**config.mk**
```make
export PLATFORM = sky130hd
export DESIGN_NAME = rename_unit
export DESIGN_NICKNAME = d
export VERILOG_FILES = /design/src/hw/rename_pkg.sv /design/src/hw/free_list.sv /design/src/hw/map_table.sv /design/src/hw/rename_group.sv /design/src/hw/rename_unit.sv
export SDC_FILE = /design/constraint.sdc
export NUM_CORES = 2
export LEC_CHECK = 0
export BUFFER_PORTS_ARGS = -buffer_cell sky130_fd_sc_hd__buf_4
export CORE_MARGIN = 2
export CORE_UTILIZATION = 28
export CTS_BUF_LIST = sky130_fd_sc_hd__clkbuf_16
export DETAILED_ROUTE_END_ITERATION = 12
export GPL_TIMING_DRIVEN = 0
export PLACE_DENSITY = 0.51
export RECOVER_POWER = 100
export SYNTH_ARGS = -nofsm -noshare
export SYNTH_HDL_FRONTEND = slang
export SYNTH_HIERARCHICAL = 1
export SYNTH_SLANG_ARGS = --single-unit
export TNS_END_PERCENT = 20
```
**constraint.sdc**
```tcl
create_clock -name clock -period 27.7 [get_ports clock]
set_input_delay 5.54 -clock clock [delete_from_list [all_inputs] [get_ports clock]]
set_output_delay 5.54 -clock clock [all_outputs]
set_load 0.01 [all_outputs]
```
**src/hw/rename_pkg.sv**
```systemverilog
// Shared definitions for the integer rename stage
// Register counts, index types and the rename outcome

package rename_pkg;

  ////////////////////////////////////////////////////////////
  // Register file sizes

  // Architectural integer registers
  localparam int ARCH_REG_COUNT = 32;

  // Physical integer registers
  localparam int PHYS_REG_COUNT = 64;

  localparam int ARCH_IDX_W = $clog2(ARCH_REG_COUNT);
  localparam int PHYS_IDX_W = $clog2(PHYS_REG_COUNT);

  ////////////////////////////////////////////////////////////
  // Index types

  typedef logic [ARCH_IDX_W-1:0] arch_idx_t;
  typedef logic [PHYS_IDX_W-1:0] phys_idx_t;

  ////////////////////////////////////////////////////////////
  // Outcome of one rename cycle

  // NONE when no group was taken or a recover dropped it
  typedef enum logic [1:0] {
    RESULT_NONE     = 2'd0,
    RESULT_RENAMED  = 2'd1,
    RESULT_REJECTED = 2'd2
  } rename_result_e;

endpackage

```
**src/hw/free_list.sv**
```systemverilog
`timescale 1ns/1ns
// Free physical register list with lowest-first allocation
// Grant decision against the free count, plus checkpoint snapshots

module free_list #(
  parameter int WAYS = 2,
  parameter int CHECKPOINTS = 4,
  localparam int CP_W = (CHECKPOINTS > 1) ? $clog2(CHECKPOINTS) : 1
) (
  input  logic                             clock,
  input  logic                             reset,
  input  logic                             rename_valid,
  input  logic                             recover,
  input  logic                             check,
  input  logic [WAYS-1:0]                  dst_valid,
  input  logic [CP_W-1:0]                  check_idx,
  input  logic [CP_W-1:0]                  recover_idx,
  input  logic [WAYS-1:0]                  retire_valid,
  input  rename_pkg::phys_idx_t [WAYS-1:0] retire_pdst,
  output logic                             grant,
  output rename_pkg::phys_idx_t [WAYS-1:0] new_pdst
);

  localparam int PHYS = rename_pkg::PHYS_REG_COUNT;
  localparam int ARCH = rename_pkg::ARCH_REG_COUNT;
  localparam int COUNT_W = $clog2(PHYS + 1);
  localparam int REQ_W = $clog2(WAYS + 1);

  // Registers below ARCH hold the initial identity mapping
  localparam logic [PHYS-1:0] RESET_BUSY = {{(PHYS - ARCH){1'b0}}, {ARCH{1'b1}}};
  localparam logic [COUNT_W-1:0] RESET_COUNT = COUNT_W'(PHYS - ARCH);

  // One bit per physical register, set when busy
  logic [PHYS-1:0]    busy;
  logic [COUNT_W-1:0] free_count;
  logic [PHYS-1:0]    busy_snap [CHECKPOINTS];
  logic [COUNT_W-1:0] count_snap [CHECKPOINTS];

  logic [PHYS-1:0]    retire_mask;
  logic [PHYS-1:0]    busy_ret;
  logic [COUNT_W-1:0] count_ret;
  logic [PHYS-1:0]    snap_busy_ret [CHECKPOINTS];
  logic [COUNT_W-1:0] snap_count_ret [CHECKPOINTS];
  logic [PHYS-1:0]    busy_alloc;
  logic [REQ_W-1:0]   req_count;

  function automatic logic [COUNT_W-1:0] count_ones(input logic [PHYS-1:0] bits);
    logic [COUNT_W-1:0] n;
    n = '0;
    for (int p = 0; p < PHYS; p++) begin
      n = n + COUNT_W'(bits[p]);
    end
    return n;
  endfunction

  ////////////////////////////////////////////////////////////
  // Retire

  always_comb begin
    retire_mask = '0;
    for (int w = 0; w < WAYS; w++) begin
      if (retire_valid[w]) begin
        retire_mask[retire_pdst[w]] = 1'b1;
      end
    end
  end

  // Only registers that were busy add to the free count
  assign busy_ret  = busy & ~retire_mask;
  assign count_ret = free_count + count_ones(busy & retire_mask);

  // Snapshots see the same retires as the live list
  always_comb begin
    for (int k = 0; k < CHECKPOINTS; k++) begin
      snap_busy_ret[k]  = busy_snap[k] & ~retire_mask;
      snap_count_ret[k] = count_snap[k] + count_ones(busy_snap[k] & retire_mask);
    end
  end

  ////////////////////////////////////////////////////////////
  // Grant and allocation

  always_comb begin
    req_count = '0;
    for (int w = 0; w < WAYS; w++) begin
      req_count = req_count + REQ_W'(dst_valid[w]);
    end
  end

  assign grant = rename_valid && !recover && (COUNT_W'(req_count) <= count_ret);

  // Lowest free register goes to the earliest requesting way
  always_comb begin
    logic found;
    busy_alloc = busy_ret;
    for (int w = 0; w < WAYS; w++) begin
      new_pdst[w] = '0;
      found = 1'b0;
      if (dst_valid[w]) begin
        for (int p = 0; p < PHYS; p++) begin
          if (!found && !busy_alloc[p]) begin
            new_pdst[w]   = rename_pkg::phys_idx_t'(p);
            busy_alloc[p] = 1'b1;
            found         = 1'b1;
          end
        end
      end
    end
  end

  ////////////////////////////////////////////////////////////
  // State update

  always_ff @(posedge clock) begin
    if (reset) begin
      busy       <= RESET_BUSY;
      free_count <= RESET_COUNT;
    end else if (recover) begin
      busy       <= snap_busy_ret[recover_idx];
      free_count <= snap_count_ret[recover_idx];
    end else if (grant) begin
      busy       <= busy_alloc;
      free_count <= count_ret - COUNT_W'(req_count);
    end else begin
      busy       <= busy_ret;
      free_count <= count_ret;
    end
  end

  // Check saves the list as it stood at the start of the cycle
  always_ff @(posedge clock) begin
    if (reset) begin
      for (int k = 0; k < CHECKPOINTS; k++) begin
        busy_snap[k]  <= RESET_BUSY;
        count_snap[k] <= RESET_COUNT;
      end
    end else begin
      for (int k = 0; k < CHECKPOINTS; k++) begin
        if (check && check_idx == CP_W'(k)) begin
          busy_snap[k]  <= busy;
          count_snap[k] <= free_count;
        end else begin
          busy_snap[k]  <= snap_busy_ret[k];
          count_snap[k] <= snap_count_ret[k];
        end
      end
    end
  end

endmodule

```
**src/hw/map_table.sv**
```systemverilog
`timescale 1ns/1ns
// Architectural to physical register map
// Combinational read ports, in-order update and map snapshots

module map_table #(
  parameter int WAYS = 2,
  parameter int CHECKPOINTS = 4,
  localparam int CP_W = (CHECKPOINTS > 1) ? $clog2(CHECKPOINTS) : 1
) (
  input  logic                             clock,
  input  logic                             reset,
  input  logic                             check,
  input  logic                             recover,
  input  logic [CP_W-1:0]                  check_idx,
  input  logic [CP_W-1:0]                  recover_idx,
  input  logic                             grant,
  input  logic [WAYS-1:0]                  dst_valid,
  input  rename_pkg::arch_idx_t [WAYS-1:0] src_a,
  input  rename_pkg::arch_idx_t [WAYS-1:0] src_b,
  input  rename_pkg::arch_idx_t [WAYS-1:0] dst,
  input  rename_pkg::phys_idx_t [WAYS-1:0] new_pdst,
  output rename_pkg::phys_idx_t [WAYS-1:0] map_src_a,
  output rename_pkg::phys_idx_t [WAYS-1:0] map_src_b,
  output rename_pkg::phys_idx_t [WAYS-1:0] map_dst
);

  localparam int ARCH = rename_pkg::ARCH_REG_COUNT;

  // Live map, one physical index per architectural register
  rename_pkg::phys_idx_t [ARCH-1:0] map_q;
  rename_pkg::phys_idx_t [ARCH-1:0] map_next;

  // Saved copies of the whole map
  rename_pkg::phys_idx_t [ARCH-1:0] map_snap [CHECKPOINTS];

  // Reset value, register i maps to physical i
  rename_pkg::phys_idx_t [ARCH-1:0] identity_map;

  always_comb begin
    for (int i = 0; i < ARCH; i++) begin
      identity_map[i] = rename_pkg::phys_idx_t'(i);
    end
  end

  ////////////////////////////////////////////////////////////
  // Read ports

  // Values before this cycle's writes
  always_comb begin
    for (int w = 0; w < WAYS; w++) begin
      map_src_a[w] = map_q[src_a[w]];
      map_src_b[w] = map_q[src_b[w]];
      map_dst[w]   = map_q[dst[w]];
    end
  end

  ////////////////////////////////////////////////////////////
  // Write ports

  // Ways are applied in order so a later way overrides an earlier one
  always_comb begin
    map_next = map_q;
    if (grant) begin
      for (int w = 0; w < WAYS; w++) begin
        if (dst_valid[w]) begin
          map_next[dst[w]] = new_pdst[w];
        end
      end
    end
  end

  always_ff @(posedge clock) begin
    if (reset) begin
      map_q <= identity_map;
    end else if (recover) begin
      map_q <= map_snap[recover_idx];
    end else begin
      map_q <= map_next;
    end
  end

  ////////////////////////////////////////////////////////////
  // Snapshots

  // Check captures the map as it was at the start of the cycle
  always_ff @(posedge clock) begin
    if (reset) begin
      for (int k = 0; k < CHECKPOINTS; k++) begin
        map_snap[k] <= identity_map;
      end
    end else if (check) begin
      map_snap[check_idx] <= map_q;
    end
  end

endmodule

```
**src/hw/rename_group.sv**
```systemverilog
`timescale 1ns/1ns
// Intra-group dependence resolution
// Forwards earlier ways' new registers to later sources and old mappings

module rename_group #(
  parameter int WAYS = 2
) (
  input  logic                             grant,
  input  logic [WAYS-1:0]                  dst_valid,
  input  rename_pkg::arch_idx_t [WAYS-1:0] src_a,
  input  rename_pkg::arch_idx_t [WAYS-1:0] src_b,
  input  rename_pkg::arch_idx_t [WAYS-1:0] dst,
  input  rename_pkg::phys_idx_t [WAYS-1:0] map_src_a,
  input  rename_pkg::phys_idx_t [WAYS-1:0] map_src_b,
  input  rename_pkg::phys_idx_t [WAYS-1:0] map_dst,
  input  rename_pkg::phys_idx_t [WAYS-1:0] new_pdst,
  output rename_pkg::phys_idx_t [WAYS-1:0] psrc_a,
  output rename_pkg::phys_idx_t [WAYS-1:0] psrc_b,
  output rename_pkg::phys_idx_t [WAYS-1:0] pdst,
  output rename_pkg::phys_idx_t [WAYS-1:0] prev_pdst
);

  ////////////////////////////////////////////////////////////
  // Forwarding from earlier ways

  // Scanning upwards leaves the nearest earlier writer in place
  function automatic rename_pkg::phys_idx_t forward(
    input rename_pkg::arch_idx_t areg,
    input rename_pkg::phys_idx_t table_val,
    input int                    way
  );
    rename_pkg::phys_idx_t value;
    value = table_val;
    for (int j = 0; j < way; j++) begin
      if (grant && dst_valid[j] && dst[j] == areg) begin
        value = new_pdst[j];
      end
    end
    return value;
  endfunction

  ////////////////////////////////////////////////////////////
  // Per-way results

  always_comb begin
    for (int i = 0; i < WAYS; i++) begin
      // Read after write inside the group
      psrc_a[i] = forward(src_a[i], map_src_a[i], i);
      psrc_b[i] = forward(src_b[i], map_src_b[i], i);

      // Write after write gives the earlier way's register as the old one
      if (dst_valid[i]) begin
        pdst[i]      = new_pdst[i];
        prev_pdst[i] = forward(dst[i], map_dst[i], i);
      end else begin
        pdst[i]      = '0;
        prev_pdst[i] = '0;
      end
    end
  end

endmodule

```
**src/hw/rename_unit.sv**
```systemverilog
`timescale 1ns/1ns
// Top of the integer rename stage
// Free list, map table and group resolution with a registered result

module rename_unit #(
  parameter int WAYS = 2,
  parameter int CHECKPOINTS = 4,
  localparam int CP_W = (CHECKPOINTS > 1) ? $clog2(CHECKPOINTS) : 1
) (
  input  logic                             clock,
  input  logic                             reset,
  input  logic                             rename_valid,
  input  logic [WAYS-1:0]                  dst_valid,
  input  rename_pkg::arch_idx_t [WAYS-1:0] src_a,
  input  rename_pkg::arch_idx_t [WAYS-1:0] src_b,
  input  rename_pkg::arch_idx_t [WAYS-1:0] dst,
  input  logic                             check,
  input  logic                             recover,
  input  logic [CP_W-1:0]                  check_idx,
  input  logic [CP_W-1:0]                  recover_idx,
  input  logic [WAYS-1:0]                  retire_valid,
  input  rename_pkg::phys_idx_t [WAYS-1:0] retire_pdst,
  output rename_pkg::rename_result_e       result,
  output rename_pkg::phys_idx_t [WAYS-1:0] psrc_a,
  output rename_pkg::phys_idx_t [WAYS-1:0] psrc_b,
  output rename_pkg::phys_idx_t [WAYS-1:0] pdst,
  output rename_pkg::phys_idx_t [WAYS-1:0] prev_pdst
);

  logic                             grant;
  rename_pkg::phys_idx_t [WAYS-1:0] new_pdst;
  rename_pkg::phys_idx_t [WAYS-1:0] map_src_a;
  rename_pkg::phys_idx_t [WAYS-1:0] map_src_b;
  rename_pkg::phys_idx_t [WAYS-1:0] map_dst;
  rename_pkg::phys_idx_t [WAYS-1:0] grp_psrc_a;
  rename_pkg::phys_idx_t [WAYS-1:0] grp_psrc_b;
  rename_pkg::phys_idx_t [WAYS-1:0] grp_pdst;
  rename_pkg::phys_idx_t [WAYS-1:0] grp_prev_pdst;
  rename_pkg::rename_result_e       result_next;

  ////////////////////////////////////////////////////////////
  // Blocks

  free_list #(
    .WAYS        (WAYS),
    .CHECKPOINTS (CHECKPOINTS)
  ) u_free_list (
    .clock        (clock),
    .reset        (reset),
    .rename_valid (rename_valid),
    .recover      (recover),
    .check        (check),
    .dst_valid    (dst_valid),
    .check_idx    (check_idx),
    .recover_idx  (recover_idx),
    .retire_valid (retire_valid),
    .retire_pdst  (retire_pdst),
    .grant        (grant),
    .new_pdst     (new_pdst)
  );

  map_table #(
    .WAYS        (WAYS),
    .CHECKPOINTS (CHECKPOINTS)
  ) u_map_table (
    .clock       (clock),
    .reset       (reset),
    .check       (check),
    .recover     (recover),
    .check_idx   (check_idx),
    .recover_idx (recover_idx),
    .grant       (grant),
    .dst_valid   (dst_valid),
    .src_a       (src_a),
    .src_b       (src_b),
    .dst         (dst),
    .new_pdst    (new_pdst),
    .map_src_a   (map_src_a),
    .map_src_b   (map_src_b),
    .map_dst     (map_dst)
  );

  rename_group #(
    .WAYS (WAYS)
  ) u_rename_group (
    .grant     (grant),
    .dst_valid (dst_valid),
    .src_a     (src_a),
    .src_b     (src_b),
    .dst       (dst),
    .map_src_a (map_src_a),
    .map_src_b (map_src_b),
    .map_dst   (map_dst),
    .new_pdst  (new_pdst),
    .psrc_a    (grp_psrc_a),
    .psrc_b    (grp_psrc_b),
    .pdst      (grp_pdst),
    .prev_pdst (grp_prev_pdst)
  );

  ////////////////////////////////////////////////////////////
  // Output stage

  // A recover drops any group strobed in the same cycle
  always_comb begin
    if (rename_valid && !recover) begin
      result_next = grant ? rename_pkg::RESULT_RENAMED : rename_pkg::RESULT_REJECTED;
    end else begin
      result_next = rename_pkg::RESULT_NONE;
    end
  end

  always_ff @(posedge clock) begin
    if (reset) begin
      result <= rename_pkg::RESULT_NONE;
    end else begin
      result <= result_next;
    end
  end

  // Group values, meaningful only alongside RESULT_RENAMED
  always_ff @(posedge clock) begin
    psrc_a    <= grp_psrc_a;
    psrc_b    <= grp_psrc_b;
    pdst      <= grp_pdst;
    prev_pdst <= grp_prev_pdst;
  end

endmodule

```
==> summary by stage <==
Outcome
The flow ran to the end, but the final reports show violations. The final reports fail on max-capacitance violations, max-slew violations.

STA
The setup clock skew after layout is 0.0517 ns. Hold timing on the final database bottoms out at a slack of 0.620 ns. At the pin with the least slew margin, the transition time is 3.57 ns. Based on the critical path, the design can be clocked at up to 48.4 MHz. The share of the clock period used by the worst path after layout is 74.6%. After routing, the total negative slack on setup checks comes to 0 ns. The shortest clock period the worst path allows after layout is 20.65 ns.

Setup repair after global routing left no endpoint under its margin. The final-report hold violation count is 0. The final count of pins violating max slew is 1108.

Headroom to the max-slew limit came out at -138%. Setup violations remaining at the end of the flow were counted as 0.

GRT
The via count of the first global-routing pass came to 78.3k. The global-route wire length before repair is 710000 um. The remaining global-route overflow is 0.

The initial antenna violation count is 56. In the global route stage, overall resource usage came out at 31.7%. Entering global routing, the biggest net connects 51 pins.

Worst setup path
STA classifies the critical path endpoint as a flop. By instance count, the cell type seen most on the critical path is fa_1. The maximum cell stage delay along the critical path is 1.83 ns. The largest fanout of any net on the critical path is 13.

The slowest stage of the critical path belongs to the cell nor4b_1. The path depth of the worst reg2reg path is 31. The startpoint class of the critical path is an input pin. The slack of the worst reg-to-reg path is 13.96 ns. The launching point of the worst reg2reg path is u_free_list/busy[12]. The endpoint identified for the worst register-to-register timing path is u_map_table/map_q[3].

The category of the critical setup timing path is in -> reg. STA puts the critical path data arrival time at 21.44 ns. For the worst setup path, the data required time is 28.48 ns.

CTS
The post-cts gate resize count is 0. Buffers inserted during clock tree synthesis total 172. CTS placed an instance of clkbuf_16 at the clock tree root. The CTS clock-pin slew for the worst setup and hold paths is 0.06 ns.

In this run the deepest clock path goes through 4 buffers. For this design, the sink count on the clock tree is 1365. The clock reaches the later pin of the worst-skew pair after 0.89 ns. Buffers added to address setup during post-CTS repair amount to 0. The maximum level of the CTS H-tree is 4. The post-cts hold buffer count is 0. TritonCTS built the clock tree.

Route
The final layout contains routed wiring with a total length of 540000 um. The number of nets still failing antenna checks after routing is 0. The final route contains 81.2k vias. The average wire length per cell after detail routing is 40.3 um.

Dividing the detail-routed via count by the number of cells gives 6.06. After detailed routing, the number of remaining DRC violations is 0. The pre-antenna-repair detailed-routing pass consisted of 9 iterations.

For this block, the initial DRC count from the detailed router was 10.8k.

Layout
The combined area of the multi-input logic cells is 49200 um2. The core occupancy in the finished layout is 32.0%. The count of cells in the finished layout, fillers not included, comes to 13.4k.

The layout cell share with drive strength beyond 1 is 12.1%. The number of nets in the layout is 9346. Relative to the synthesized area, the layout overhead comes to 13.9%. The number of filler instances in the final layout is 33.6k. The library cell used most frequently in the layout, excluding fill and tap cells, is edfxtp_1.

The library cells used most frequently in the layout, excluding fill and tap cells, are edfxtp_1 (1052), clkbuf_1 (701), nand2_1 (682). The area of all sequential standard cells is 37900 um2.

Logic synthesis
The synthesized design devotes to its leading area cell type 34.7% of total area. In this run the mean area of a mapped cell was 10.9 um2. After synthesis, flip-flops and latches occupy 41.6% of the total area. The number of warnings reported in the yosys synthesis log is 6.

The share of synthesized registers carrying an async set or reset is 0%. After synthesis the netlist holds a flip-flop and latch count of 1365. After synthesis, the cell types taking the most area are edfxtp_1 (35%), mux4_2 (13%), dfxtp_1 (6.9%). The synthesized design spends more area on one cell type than any other, namely edfxtp_1. The number of enable-type register cells in the synthesized netlist is 1052.

The synthesized netlist cell count is 8322. The flip-flop cell with the highest count after synthesis is edfxtp_1. The cell area after technology mapping is 91000 um2. The number of library cell types mapped by synthesis is 111.

Power
The power density relative to cell area is 56.8 nW/um2. The leakage dissipation is 0.0348 uW. The total power is 5890 uW. Across the VDD grid, the largest voltage drop is 0.0463 mV.

Run
Across the run, the number of max-cap violations was 53.

Hold path
The number of cells traversed by the worst hold path is 2. The path class of the tightest hold or removal check is reg -> reg. The endpoint with the worst hold slack is u_free_list/busy_snap[1][27]. The worst hold path begins at u_free_list/busy_snap[1][27].

Floorplan
The area of the die is 330000 um2. The floorplan die width is 574 um. The effective utilization at floorplan is 28.1%. In this run the standard cell core region covers 324000 um2. The initialized floorplan defines 209 standard-cell rows. The die is 574 um tall. The number of ports placed on the die boundary is 105.

Placed design
Summed over all nets, the half-perimeter wirelength after detailed placement is 417000 um. Buffers placed on the I/O ports in this run total 96. The number of placed instances, taps included, is 13.1k.

Routability-driven placement finished with a final weighted congestion of 1.09.
-- sequential cells by signal (all words and copies together), names as in the netlist, 7 cells and up --
register,count
u_map_table/map_snap,768
u_free_list/busy_snap,256
u_map_table/map_q,192
u_free_list/busy,64
u_free_list/count_snap,28
pdst,12
prev_pdst,12
psrc_a,12
psrc_b,12
u_free_list/free_count,7
-- final cells by class --
| class | count | area share (%) |
|---|---|---|
| diodes | 43 | 0.104 |
| plain buffers | 859 | 3.61 |
| clock buffers | 175 | 4.22 |
| clock inverters | 133 | 1.06 |
| inverters | 329 | 1.19 |
| multi-input cells | 6052 | 47.4 |
| flip-flops and latches | 1365 | 36.5 |
| well taps | 4325 | 5.22 |
| repair buffers | 123 | 0.682 |
-- worst max-delay path: cells and delay by family --
kind | cells | cell delay, ns
fa+ha+maj | 10 | 4.85
xor+xnor | 1 | 0.24
simple gates | 8 | 3.53
compound gates | 6 | 1.76
buf+inv | 10 | 5.42
-- cells in the mapped netlist (247+ instances only) --
cell type and number:
edfxtp_1 1052, nand2_1 682, clkbuf_1 622, and2_1 572, a21oi_1 541, mux4_2 514
nand2b_1 330, inv_1 327, dfxtp_1 313, o21ai_0 313, nor2_1 302, fa_1 281
o22ai_1 269, a211oi_1 247
-- cells by family (layout without fill, tap and decap cells) --
group / after synthesis / count (layout) / synth area share [%]
AND/OR/NAND/NOR: 2773 / 2773 / 16.9
AO/OA/AOI/OAI: 1904 / 1904 / 13.5
flip-flops: 1365 / 1365 / 41.6
buffers and inverters: 1188 / 1619 / 5.50
multiplexers: 614 / 614 / 13.9
adder cells (fa/ha/maj): 406 / 406 / 7.85
XOR/XNOR: 71 / 71 / 0.683
other: 1 / 327 / 0.00412
-- worst max path at each step --
| stage | endpoint | slack [ns] | start |
|---|---|---|---|
| 2_1_floorplan | u_map_table/map_q[100] | 12.91 | retire_pdst[0] |
| 3_3_place_gp | u_map_table/map_q[73] | 7.53 | retire_pdst[6] |
| 3_5_place_dp | u_map_table/map_q[154] | 8.86 | retire_pdst[2] |
| 4_1_cts | u_map_table/map_q[154] | 9.76 | retire_pdst[2] |
| 5_1_grt | u_map_table/map_q[169] | 7.06 | retire_pdst[1] |
| 6_report | u_map_table/map_q[3] | 7.05 | retire_pdst[1] |
-- routing by layer --
metal	share of wire, %	GRT usage [%]	vias up	routed length (um)
met1	36	37.1	41700	196000
li1	-	-	32100	-
met4	10	26.6	26	55800
met3	8.8	7.35	1731	47400
met5	0.032	0	-	174
met2	45	49.5	5697	241000
-- report_power, final --
group / internal (uW) / switching [uW] / total (uW)
Clock: 1290 / 969 / 2260
Combinational: 356 / 870 / 1230
Sequential: 2310 / 91.4 / 2410
-- stage by stage --
step | setup slack, ns | instance area [um2]
after floorplan | 12.91 | 92100
after global placement | 7.53 | 98200
after detailed placement | 8.86 | 98900
after CTS | 9.76 | 104000
after global routing | 7.06 | 104000
final | 7.05 | 104000
Note: power is estimated with default switching activity, not from simulation.
